`src/hdl/ahbl_pkg.sv`:
```
// AHB-Lite master shared definitions
package ahbl_pkg;

  // ========================================
  // AHB-Lite encodings
  // ========================================
  localparam logic [1:0] htrans_idle   = 2'b00;
  localparam logic [1:0] htrans_nonseq = 2'b10;

  localparam logic [2:0] hburst_single = 3'b000;

  // ========================================
  // Field widths
  // ========================================
  localparam int prot_w  = 4;
  localparam int size_w  = 2;
  // HSIZE is the requester size zero-extended
  localparam int hsize_w = 3;

  // Port vector bit positions
  localparam int port_dbus = 0;
  localparam int port_ibus = 1;

  // ========================================
  // Master state encoding
  // ========================================
  // Error states share the upper bits
  typedef enum logic [2:0] {
    st_idle = 3'b000,
    st_wfd  = 3'b001,
    st_wfg  = 3'b010,
    st_err1 = 3'b110,
    st_err2 = 3'b111
  } master_state_t;

endpackage

```
`src/hdl/ahbl_req_arb.sv`:
```
// Request arbiter and command mux
`timescale 1ns/1ns

module ahbl_req_arb #(
  parameter int addr_width = 32,
  parameter int data_width = 32
) (
  input  logic                          dbus_req,
  input  logic                          ibus_req,
  input  logic [addr_width-1:0]         dbus_addr,
  input  logic [addr_width-1:0]         ibus_addr,
  input  logic [ahbl_pkg::prot_w-1:0]   dbus_prot,
  input  logic [ahbl_pkg::prot_w-1:0]   ibus_prot,
  input  logic [ahbl_pkg::size_w-1:0]   dbus_size,
  input  logic [ahbl_pkg::size_w-1:0]   ibus_size,
  input  logic                          dbus_write,
  input  logic [data_width-1:0]         dbus_wdata,
  input  logic                          dbus_acc_deny,
  input  logic                          ibus_acc_deny,
  input  logic                          buf_vld,
  input  logic                          fsm_ready,
  output logic                          dbus_grnt,
  output logic                          ibus_grnt,
  output logic                          grant,
  output logic [1:0]                    cmd_sel,
  output logic [addr_width-1:0]         cmd_addr,
  output logic [ahbl_pkg::prot_w-1:0]   cmd_prot,
  output logic [ahbl_pkg::size_w-1:0]   cmd_size,
  output logic                          cmd_write,
  output logic [data_width-1:0]         cmd_wdata,
  output logic                          cmd_deny
);
  import ahbl_pkg::*;

  logic dbus_sel;
  logic ibus_sel;
  logic slot_free;

  // Fixed priority, dbus first
  assign dbus_sel = dbus_req;
  assign ibus_sel = ibus_req & ~dbus_req;

  // Only one request in flight
  assign slot_free = ~buf_vld & fsm_ready;

  assign grant     = (dbus_req | ibus_req) & slot_free;
  assign dbus_grnt = dbus_sel & slot_free;
  assign ibus_grnt = ibus_sel & slot_free;

  always_comb
  begin
    cmd_sel            = '0;
    cmd_sel[port_dbus] = dbus_sel;
    cmd_sel[port_ibus] = ibus_sel;
  end

  // Winner's fields, ibus never writes
  assign cmd_addr  = dbus_sel ? dbus_addr     : ibus_addr;
  assign cmd_prot  = dbus_sel ? dbus_prot     : ibus_prot;
  assign cmd_size  = dbus_sel ? dbus_size     : ibus_size;
  assign cmd_deny  = dbus_sel ? dbus_acc_deny : ibus_acc_deny;
  assign cmd_write = dbus_sel & dbus_write;
  assign cmd_wdata = dbus_sel ? dbus_wdata : '0;

endmodule

```
`src/hdl/ahbl_req_buf.sv`:
```
// One-entry request buffer
`timescale 1ns/1ns

module ahbl_req_buf #(
  parameter int addr_width = 32,
  parameter int data_width = 32
) (
  input  logic                          ahbl_gated_clk,
  input  logic                          cpurst_b,
  input  logic                          grant,
  input  logic [1:0]                    cmd_sel,
  input  logic [addr_width-1:0]         cmd_addr,
  input  logic [ahbl_pkg::prot_w-1:0]   cmd_prot,
  input  logic [ahbl_pkg::size_w-1:0]   cmd_size,
  input  logic                          cmd_write,
  input  logic [data_width-1:0]         cmd_wdata,
  input  logic                          cmd_deny,
  input  logic                          pop,
  input  logic                          trans_cmplt,
  input  logic                          acc_err,
  output logic                          buf_vld,
  output logic                          buf_deny,
  output logic [addr_width-1:0]         haddr,
  output logic [ahbl_pkg::prot_w-1:0]   hprot,
  output logic [ahbl_pkg::hsize_w-1:0]  hsize,
  output logic                          hwrite,
  output logic [data_width-1:0]         hwdata,
  output logic                          dbus_trans_cmplt,
  output logic                          ibus_trans_cmplt,
  output logic                          dbus_acc_err,
  output logic                          ibus_acc_err
);
  import ahbl_pkg::*;

  logic [1:0]          sel_q;
  logic [size_w-1:0]   size_q;

  // ========================================
  // Control state
  // ========================================
  always_ff @(posedge ahbl_gated_clk or negedge cpurst_b)
  begin
    if (!cpurst_b)
    begin
      buf_vld  <= 1'b0;
      buf_deny <= 1'b0;
      sel_q    <= '0;
    end
    else if (grant)
    begin
      buf_vld  <= 1'b1;
      buf_deny <= cmd_deny;
      sel_q    <= cmd_sel;
    end
    else if (pop)
    begin
      buf_vld  <= 1'b0;
    end
  end

  // Command payload, write data captured with the command
  always_ff @(posedge ahbl_gated_clk)
  begin
    if (grant)
    begin
      haddr  <= cmd_addr;
      hprot  <= cmd_prot;
      size_q <= cmd_size;
      hwrite <= cmd_write;
      hwdata <= cmd_wdata;
    end
  end

  assign hsize = {{(hsize_w - size_w){1'b0}}, size_q};

  // ========================================
  // Completion routing
  // ========================================
  assign dbus_trans_cmplt = trans_cmplt & sel_q[port_dbus];
  assign ibus_trans_cmplt = trans_cmplt & sel_q[port_ibus];
  assign dbus_acc_err     = acc_err & sel_q[port_dbus];
  assign ibus_acc_err     = acc_err & sel_q[port_ibus];

  // Arbiter must never load over a live entry
  a_no_grant_when_full: assert property (
    @(posedge ahbl_gated_clk) disable iff (!cpurst_b)
    grant |-> !buf_vld);

endmodule

```
`src/hdl/ahbl_master_fsm.sv`:
```
// AHB-Lite transfer state machine
`timescale 1ns/1ns

module ahbl_master_fsm (
  input  logic       ahbl_gated_clk,
  input  logic       cpurst_b,
  input  logic       buf_vld,
  input  logic       buf_deny,
  input  logic       hready,
  input  logic       hresp,
  output logic [1:0] htrans,
  output logic       fsm_ready,
  output logic       pop,
  output logic       trans_cmplt,
  output logic       acc_err
);
  import ahbl_pkg::*;

  master_state_t state_q;
  master_state_t state_nxt;
  logic          good_done;
  logic          deny_done;

  // ========================================
  // State register
  // ========================================
  always_ff @(posedge ahbl_gated_clk or negedge cpurst_b)
  begin
    if (!cpurst_b)
      state_q <= st_idle;
    else
      state_q <= state_nxt;
  end

  always_comb
  begin
    state_nxt = state_q;
    case (state_q)
      st_idle:
      begin
        // Denied requests skip the address phase
        if (buf_vld)
          state_nxt = (hready | buf_deny) ? st_wfd : st_wfg;
      end
      st_wfg:
      begin
        if (hready)
          state_nxt = st_wfd;
      end
      st_wfd:
      begin
        if (hresp)
          state_nxt = st_err1;
        else if (hready | buf_deny)
          state_nxt = st_idle;
      end
      st_err1:
      begin
        // Second ERROR cycle
        if (hready | !hresp)
          state_nxt = st_err2;
      end
      st_err2:
        state_nxt = st_idle;
      default:
        state_nxt = st_idle;
    endcase
  end

  // ========================================
  // Outputs
  // ========================================
  always_comb
  begin
    if ((state_q == st_wfg) || (state_q == st_idle && buf_vld && !buf_deny))
      htrans = htrans_nonseq;
    else
      htrans = htrans_idle;
  end

  assign fsm_ready = (state_q == st_idle) | ((state_q == st_wfd) & hready);

  assign good_done = (state_q == st_wfd) & hready & ~hresp;
  assign deny_done = (state_q == st_wfd) & buf_vld & buf_deny;

  assign trans_cmplt = good_done | deny_done | (state_q == st_err2);
  assign pop         = trans_cmplt;
  assign acc_err     = (state_q == st_err2);

  // Held NONSEQ keeps its buffered request through wait states
  a_wfg_req_held: assert property (
    @(posedge ahbl_gated_clk) disable iff (!cpurst_b)
    state_q == st_wfg |-> buf_vld && !buf_deny);

endmodule

```
`src/hdl/ahbl_master_top.sv`:
```
// AHB-Lite master interface top
`timescale 1ns/1ns

module ahbl_master_top #(
  parameter int addr_width = 32,
  parameter int data_width = 32
) (
  input  logic                          ahbl_gated_clk,
  input  logic                          cpurst_b,
  // dbus requester
  input  logic                          dbus_req,
  input  logic [addr_width-1:0]         dbus_addr,
  input  logic [ahbl_pkg::prot_w-1:0]   dbus_prot,
  input  logic [ahbl_pkg::size_w-1:0]   dbus_size,
  input  logic                          dbus_acc_deny,
  input  logic                          dbus_write,
  input  logic [data_width-1:0]         dbus_wdata,
  output logic                          dbus_grnt,
  output logic                          dbus_trans_cmplt,
  output logic                          dbus_acc_err,
  output logic [data_width-1:0]         dbus_rdata,
  // ibus requester
  input  logic                          ibus_req,
  input  logic [addr_width-1:0]         ibus_addr,
  input  logic [ahbl_pkg::prot_w-1:0]   ibus_prot,
  input  logic [ahbl_pkg::size_w-1:0]   ibus_size,
  input  logic                          ibus_acc_deny,
  output logic                          ibus_grnt,
  output logic                          ibus_trans_cmplt,
  output logic                          ibus_acc_err,
  output logic [data_width-1:0]         ibus_rdata,
  // AHB-Lite bus
  output logic [addr_width-1:0]         haddr,
  output logic [1:0]                    htrans,
  output logic                          hwrite,
  output logic [ahbl_pkg::hsize_w-1:0]  hsize,
  output logic [ahbl_pkg::prot_w-1:0]   hprot,
  output logic [2:0]                    hburst,
  output logic [data_width-1:0]         hwdata,
  input  logic [data_width-1:0]         hrdata,
  input  logic                          hready,
  input  logic                          hresp
);
  import ahbl_pkg::*;

  logic                  grant;
  logic [1:0]            cmd_sel;
  logic [addr_width-1:0] cmd_addr;
  logic [prot_w-1:0]     cmd_prot;
  logic [size_w-1:0]     cmd_size;
  logic                  cmd_write;
  logic [data_width-1:0] cmd_wdata;
  logic                  cmd_deny;
  logic                  buf_vld;
  logic                  buf_deny;
  logic                  fsm_ready;
  logic                  pop;
  logic                  trans_cmplt;
  logic                  acc_err;

  // Single transfers only
  assign hburst     = hburst_single;
  // Read data goes to both ports, completion qualifies it
  assign dbus_rdata = hrdata;
  assign ibus_rdata = hrdata;

  ahbl_req_arb #(
    .addr_width (addr_width),
    .data_width (data_width)
  ) u_arb (
    .dbus_req      (dbus_req),
    .ibus_req      (ibus_req),
    .dbus_addr     (dbus_addr),
    .ibus_addr     (ibus_addr),
    .dbus_prot     (dbus_prot),
    .ibus_prot     (ibus_prot),
    .dbus_size     (dbus_size),
    .ibus_size     (ibus_size),
    .dbus_write    (dbus_write),
    .dbus_wdata    (dbus_wdata),
    .dbus_acc_deny (dbus_acc_deny),
    .ibus_acc_deny (ibus_acc_deny),
    .buf_vld       (buf_vld),
    .fsm_ready     (fsm_ready),
    .dbus_grnt     (dbus_grnt),
    .ibus_grnt     (ibus_grnt),
    .grant         (grant),
    .cmd_sel       (cmd_sel),
    .cmd_addr      (cmd_addr),
    .cmd_prot      (cmd_prot),
    .cmd_size      (cmd_size),
    .cmd_write     (cmd_write),
    .cmd_wdata     (cmd_wdata),
    .cmd_deny      (cmd_deny)
  );

  ahbl_req_buf #(
    .addr_width (addr_width),
    .data_width (data_width)
  ) u_buf (
    .ahbl_gated_clk   (ahbl_gated_clk),
    .cpurst_b         (cpurst_b),
    .grant            (grant),
    .cmd_sel          (cmd_sel),
    .cmd_addr         (cmd_addr),
    .cmd_prot         (cmd_prot),
    .cmd_size         (cmd_size),
    .cmd_write        (cmd_write),
    .cmd_wdata        (cmd_wdata),
    .cmd_deny         (cmd_deny),
    .pop              (pop),
    .trans_cmplt      (trans_cmplt),
    .acc_err          (acc_err),
    .buf_vld          (buf_vld),
    .buf_deny         (buf_deny),
    .haddr            (haddr),
    .hprot            (hprot),
    .hsize            (hsize),
    .hwrite           (hwrite),
    .hwdata           (hwdata),
    .dbus_trans_cmplt (dbus_trans_cmplt),
    .ibus_trans_cmplt (ibus_trans_cmplt),
    .dbus_acc_err     (dbus_acc_err),
    .ibus_acc_err     (ibus_acc_err)
  );

  ahbl_master_fsm u_fsm (
    .ahbl_gated_clk (ahbl_gated_clk),
    .cpurst_b       (cpurst_b),
    .buf_vld        (buf_vld),
    .buf_deny       (buf_deny),
    .hready         (hready),
    .hresp          (hresp),
    .htrans         (htrans),
    .fsm_ready      (fsm_ready),
    .pop            (pop),
    .trans_cmplt    (trans_cmplt),
    .acc_err        (acc_err)
  );

endmodule

```
`config.mk`:
```
export PLATFORM = sky130hd
export DESIGN_NAME = ahbl_master_top
export DESIGN_NICKNAME = d
export VERILOG_FILES = /design/src/hdl/ahbl_pkg.sv /design/src/hdl/ahbl_req_arb.sv /design/src/hdl/ahbl_req_buf.sv /design/src/hdl/ahbl_master_fsm.sv /design/src/hdl/ahbl_master_top.sv
export SDC_FILE = /design/constraint.sdc
export NUM_CORES = 1
export LEC_CHECK = 0
export BUFFER_PORTS_ARGS = -buffer_cell sky130_fd_sc_hd__buf_2
export CORE_AREA = 5 5 120 122
export CTS_BUF_LIST = sky130_fd_sc_hd__clkbuf_4
export DETAILED_ROUTE_END_ITERATION = 7
export DIE_AREA = 0 0 125 127
export GPL_TIMING_DRIVEN = 0
export HOLD_SLACK_MARGIN = 0.03
export PLACE_DENSITY_LB_ADDON = 0.1
export SYNTH_ARGS = -nofsm -noshare
export SYNTH_HDL_FRONTEND = slang
export SYNTH_SLANG_ARGS = --single-unit
```
`constraint.sdc`:
```
create_clock -name ahbl_gated_clk -period 4.4 [get_ports ahbl_gated_clk]
set_input_delay 0.66 -clock ahbl_gated_clk [delete_from_list [all_inputs] [get_ports ahbl_gated_clk]]
set_output_delay 0.66 -clock ahbl_gated_clk [all_outputs]
set_load 0.05 [all_outputs]
```
==> flow_summary_export.csv, run 1 <==
group,metric,value,unit
yosys,synth-seq-cells,78,
yosys,ys_top_cells_by_area,"edfxtp_1 (55%), buf_4 (14%), mux2_2 (11%)",
cells_and_area,fill_cells,1272,
pwr,combPwrFrac,48.2,%
cells_and_area,area_growth,44.4,%
sta,min_period_over_period,56.3,%
yosys,synth-edff-count,71,
floorplan,die_x,125,µm
routing,wirelength,10.8,mm
clock_tree,numCtsBuffers,9,
placement,globalplace.congestion,0.792,
floorplan,die_h,127,µm
yosys,synth_largest_area_cell,"edfxtp_1",
critical_path,slowest_delay,820,ps
routing,vias_per_cell,4.07,
yosys,netlist_area,3860,µm²
sta,rsz0062_at_grt,"false",
clock_tree,cts_tree,"done",
clock_tree,cts_root_buf,"clkbuf_4",
critical_path,arrival,2620,ps
critical_path,startpoint,"u_fsm.state_q[1]",
cells_and_area,drive_gt1_share,71.3,%
yosys,synthCells,280,
yosys,async_flop_share,8.97,%
yosys,ys.flop_type,"edfxtp_1",
placement,place_inst,722,
global_route,overflow,0,
placement,io_buffers,257,
sta,finalHoldViolations,0,
cells_and_area,area.sequential,2310,µm²
routing,drt_pre_antenna_iters,5,
routing,drtAntennaViolNets,0,
routing,drc,0,
global_route,grt_max_degree,16,
pwr,switching_share,45.8,%
pwr,power,2.96,mW
global_route,grt.total_usage,12.9,%
clock_tree,h-tree-depth,3,
floorplan,dieArea,15900,µm²
sta,min_period,2480,ps
critical_path,cp_slowest_cell,"nor4b_4",
pwr,power.internal,1.60,mW
clock_tree,cts_resized,0,
yosys,ys_top_cells_by_count,"edfxtp_1 (71), buf_4 (70), mux2_2 (38)",
sta,setup_violations,0,
clock_tree,cts.hold.buffers_added,0,
sta,max_freq,0.404,GHz
flow_run,maxCapViolCount,0,
floorplan,core_region_area,13100,µm²
sta,drv_slew,0,
routing,vias,3000,
pwr,clkPwrFrac,14.0,%
pwr,p_seq_share,37.8,%
status,outcome,"complete, no violations",
pwr,powerDensity,530,nW/µm²
critical_path,path_cells,"buf_6, nor2_8, nor4b_4, buf_6, buf_6, buf_8",
yosys,syn_area_per_cell,13.8,µm²
clock_tree,cts_sinks,78,
cells_and_area,final_nets,706,
critical_path,r2r_start,"u_fsm.state_q[1]",
sta,maxSlewHeadroom,33.2,%
clock_tree,clock_latency,410,ps
critical_path,critPathLaunchType,"flop",
critical_path,crit_type,"reg2reg",
global_route,grt_pass1_wl,16.1,mm
yosys,synth_cell_types,33,
pwr,power.switching,1.35,mW
sta,max_slew.worst_pin.slew,998,ps
cells_and_area,layout.cells.non_filler,738,
floorplan,rows,42,
critical_path,worst_path_most_repeated_cell,"buf_6",
yosys,synth_most_common_cell,"edfxtp_1",
global_route,grt_pass1_vias,3139,
yosys,yosysSeqAreaShare,59.7,%
floorplan,io_pins,296,
pwr,p_leak,2.64,nW
critical_path,critPathRequiredTime,4540,ps
pwr,vdd_drop_max,0.000184,V
clock_tree,cts_buffer_depth,2,
critical_path,r2r_setup_slack,1920,ps
clock_tree,path_clk_slew,120,ps
global_route,antenna_found_initial,0,
routing,avgRoutedWirePerCell,14.6,µm
floorplan,floorplan.initialDensity,29.5,%
routing,drt_iter0_markers,146,
cells_and_area,multi_input_area,971,µm²
critical_path,worstPathMaxFanout,15,
sta,skew,5.50,ps
min_path,hold_class,"in2async",
placement,place_hpwl,8.85,mm
critical_path,endpoint_kind,"flop",
clock_tree,post-cts-setup-buffer-count,0,
yosys,synth_top_area_share,55.2,%
yosys,synth_warnings,0,
-- critical path, delay by kind of cell, from the launching register on --
kind / cells / cell delay, ps
and+or+nand+nor: 2 / 960
buffers and inverters: 4 / 830
DFF: 1 / 400
-- path summary, 6_finish.rpt --
check,endpoint,depth (start not counted)
hold reg to reg,u_buf.sel_q[0],1
max in group asynchronous,u_fsm.state_q[2],1
setup / recovery,u_buf.haddr[23],6
setup reg to reg,u_buf.haddr[23],6
hold / removal,u_fsm.state_q[0],1
min in group ahbl_gated_clk,u_buf.hwdata[0],2
-- sequential cells by signal, summed over array words and instances (netlist names) --
name	cells
u_buf.hprot	4
u_buf.buf_vld	1
u_fsm.state_q	3
u_buf.buf_deny	1
u_buf.size_q	2
u_buf.haddr	32
u_buf.sel_q	2
u_buf.hwdata	32
u_buf.hwrite	1
-- power by group through the flow --
stage	Clock [mW]	Sequential (mW)	Combinational [mW]
final	0.414	1.12	1.43
after CTS	0.437	1.12	1.44
after global placement	0	1.16	1.39
after floorplan	0	1.70	0.521
after global routing	0.464	1.14	1.50
after detailed placement	0	1.14	1.44
-- kinds of logic (layout without fill, tap and decap cells) --
group           Yosys count  after routing  share of synthesized area, %
flops                    78             78                          59.7
other cells               1              6                        0.0970
buf+inv                  85            362                          15.6
compound gates           15             15                          2.62
simple gates             63             63                          10.9
mux                      38             38                          11.1
-- layout make-up --
cell class	instances	area share (%)
antenna	1	0.0449
clock buffer	10	1.35
timing repair buffer	262	24.2
clock inverter	5	0.919
tap	176	3.95
multi-input combinational	121	17.4
buffer	81	10.5
inverter	4	0.269
sequential	78	41.4
-- stage by stage --
stage / cell area, µm² / TNS (ps) / hold WS [ps] / worst slack, ps / util (%)
final: 5580 / 0 / 66.7 / 1920 / 42.6
after global routing: 5580 / 0 / 35.0 / 1730 / 42.6
after detailed placement: 5450 / 0 / 512 / 1550 / 41.7
after global placement: 5390 / -39360 / 510 / -547 / 41.2
after floorplan: 3880 / 0 / 364 / 725 / -
after CTS: 5580 / 0 / 30.1 / 1840 / 42.6
-- routing by layer --
layer  GRT usage, %  part of all wire (%)  vias up  routed length, µm
met3           4.84                    10       12               1110
met2           22.4                    50      181               5330
met4           4.02                   1.2        0                126
met5              0                     0        -                  0
li1               -                     -     1462                  -
met1           14.7                    39     1345               4190
-- cells in the final DEF, fill, tap and decap left out, drive strengths merged --
cell type  netlist  final
buf             79    341
edfxtp          71     71
mux2            38     38
and2            35     35
clkbuf           2     12
dfrtp            7      7
nand2            6      6
nor2             6      6
conb             1      5
a21oi            4      4
inv              4      4
nand3            3      3
nor3             3      3
o21ai            3      3
nor2b            3      3
clkinv           0      3
a22o             2      2
nand3b           2      2
diode            0      1
nor4b            1      1
nor4             1      1
nand4bb          1      1
and2b            1      1
o31ai            1      1
or2              1      1
o221ai           1      1
a22oi            1      1
o2bb2ai          1      1
o211ai           1      1
a31o             1      1
bufinv           0      1
clkinvlp         0      1
No activity file was read; power rests on OpenSTA's default activity.
==> run 2: changes to the inputs <==
==> constraint.sdc (replaced) <==
create_clock -name ahbl_gated_clk -period 2.35 [get_ports ahbl_gated_clk]
set_input_delay 0.3525 -clock ahbl_gated_clk [delete_from_list [all_inputs] [get_ports ahbl_gated_clk]]
set_output_delay 0.3525 -clock ahbl_gated_clk [all_outputs]
set_load 0.05 [all_outputs]
==> flow_summary_export.csv, run 2 (synthesis results as in run 1) <==
group,metric,value,unit
floorplan,io_pins,296,
global_route,grt_pass1_wl,16.9,mm
floorplan,core_region_area,13100,µm²
routing,vias_per_cell,4.06,
global_route,overflow,0,
floorplan,die_h,127,µm
critical_path,crit_buf_inv,2,
clock_tree,cts_sinks,78,
critical_path,critical_path.top_delay_family,"simple AND/OR/NAND/NOR gates",
critical_path,cp_slowest_cell,"dfrtp_1",
clock_tree,cts_root_buf,"clkbuf_4",
routing,drt_iter0_markers,152,
critical_path,slowest_delay,390,ps
floorplan,dieArea,15900,µm²
sta,maxSlewHeadroom,63.5,%
floorplan,die_x,125,µm
critical_path,endpoint_kind,"output pin",
sta,fin_tns_setup,0,ps
pwr,vdd_drop_max,0.000298,V
critical_path,r2r_start,"u_fsm.state_q[2]",
routing,vias,3008,
routing,drt_pre_antenna_iters,4,
cells_and_area,mostFrequentLayoutCell,"buf_2",
clock_tree,clock_latency,410,ps
critical_path,critPathLaunchType,"flop",
global_route,grt_util_met1,14.5,%
global_route,grt.met3_usage,7.14,%
critical_path,startpoint,"u_fsm.state_q[1]",
cells_and_area,area_growth,46.4,%
routing,drtAntennaViolNets,0,
clock_tree,path_clk_slew,120,ps
sta,finalHoldViolations,0,
critical_path,path_depth,4,
clock_tree,numCtsBuffers,9,
placement,io_buffers,257,
clock_tree,h-tree-depth,3,
sta,max_freq,0.473,GHz
cells_and_area,final_nets,708,
cells_and_area,fill_cells,1290,
global_route,grtUsageMet2,23.8,%
sta,rsz0062_at_grt,"false",
global_route,grt_max_degree,16,
cells_and_area,layout_common_cells,"buf_2 (265), edfxtp_1 (71), buf_4 (69)",
global_route,grt.total_usage,13.7,%
global_route,top_usage_layer,"met2",
clock_tree,cts_tree,"done",
cells_and_area,layout.cells.non_filler,741,
global_route,antenna_found_initial,2,
routing,avgRoutedWirePerCell,15.1,µm
critical_path,arrival,1760,ps
clock_tree,cts_buffer_depth,2,
cells_and_area,reg.largest.list,"u_buf.haddr: 32 flops, u_buf.hwdata: 32 flops, u_buf.hprot: 4 flops",
pwr,power,5.79,mW
placement,globalplace.congestion,0.770,
global_route,grt_pass1_vias,3280,
sta,setup_violations,0,
flow_run,maxCapViolCount,0,
status,outcome,"complete, no violations",
cells_and_area,multi_input_area,971,µm²
critical_path,worstPathMaxFanout,10,
critical_path,critPathRequiredTime,2000,ps
routing,drc,0,
pwr,powerDensity,1020,nW/µm²
clock_tree,post-cts-setup-buffer-count,0,
sta,drv_slew,0,
sta,skew,7.25,ps
floorplan,rows,42,
cells_and_area,area.sequential,2310,µm²
sta,max_slew.worst_pin.slew,545,ps
min_path,hp-start,"dbus_wdata[0]",
sta,min_period,2110,ps
floorplan,floorplan.initialDensity,29.5,%
sta,min_period_over_period,90.0,%
placement,place_hpwl,9.34,mm
min_path,worstHoldPathCells,2,
cells_and_area,drive_gt1_share,71.1,%
min_path,hold_class,"in2reg",
pwr,p_leak,2.68,nW
critical_path,crit_type,"reg2out",
critical_path,r2r_cells,5,
routing,wirelength,11.2,mm
placement,place_inst,723,
critical_path,path_cells,"buf_6, nor4_4, and2_1, buf_2",
[run 2: cell count changes in the layout (fill, tap and decap cells not counted), sizes merged]
cell	before	now
bufinv	1	3
buf	341	342
clkbuf	12	13
clkinv	3	2
clkinvlp	1	0
dlygate4sd3	0	1
[run 2: final timing paths]
path	end	slack (ps)
min reg2reg	u_buf.sel_q[0]	550
min	u_buf.hwdata[0]	220
max reg2reg	u_buf.haddr[25]	430
max	dbus_grnt	240
max in group asynchronous	u_fsm.state_q[1]	1870
min in group asynchronous	u_fsm.state_q[0]	310
[run 2: power by group]
part           internal, mW  total [mW]  switching (mW)
sequential             1.97        2.10           0.124
combinational         0.722        2.69            1.97
clock                 0.557        1.00           0.447
[run 2: timing repair]
| action | 4_1_cts | 5_1_grt |
|---|---|---|
| hold endpoints to repair | 7 | 0 |
| resized for setup | 0 | 0 |
| hold buffers | 1 | 0 |
| setup endpoints to repair | 0 | 0 |
[run 2: cell type report]
class / instances / area share, %
diodes: 1 / 0.0442
clock buffers: 11 / 1.46
well taps: 176 / 3.89
clock inverters: 5 / 1.72
flip-flops and latches: 78 / 40.8
inverters: 4 / 0.265
plain buffers: 81 / 10.4
repair buffers: 264 / 24.2
multi-input cells: 121 / 17.2
[run 2: routing by layer]
metal  share of wire, %  routed length (µm)  vias up
li1                   -                   -     1467
met1                 37                4110     1339
met5               0.30                  34        -
met2                 49                5540      182
met3                 13                1420       16
met4               0.98                 110        4
[run 2: metrics by stage]
step	util [%]	cell area (µm²)	worst slack, ps	hold slack (ps)
5_1_grt	43.2	5660	123	173
3_3_place_gp	41.2	5390	-2330	208
2_1_floorplan	-	3880	-1070	56.9
6_report	43.2	5660	236	217
3_5_place_dp	41.8	5470	407	206
4_1_cts	43.2	5660	172	173
[run 2: worst register-to-register path, cell delays in order (launching register included)]
cell	delay (ps)
dfrtp_1	390
buf_6	150
nor2_8	150
nor4b_4	490
buf_6	270
buf_8	190
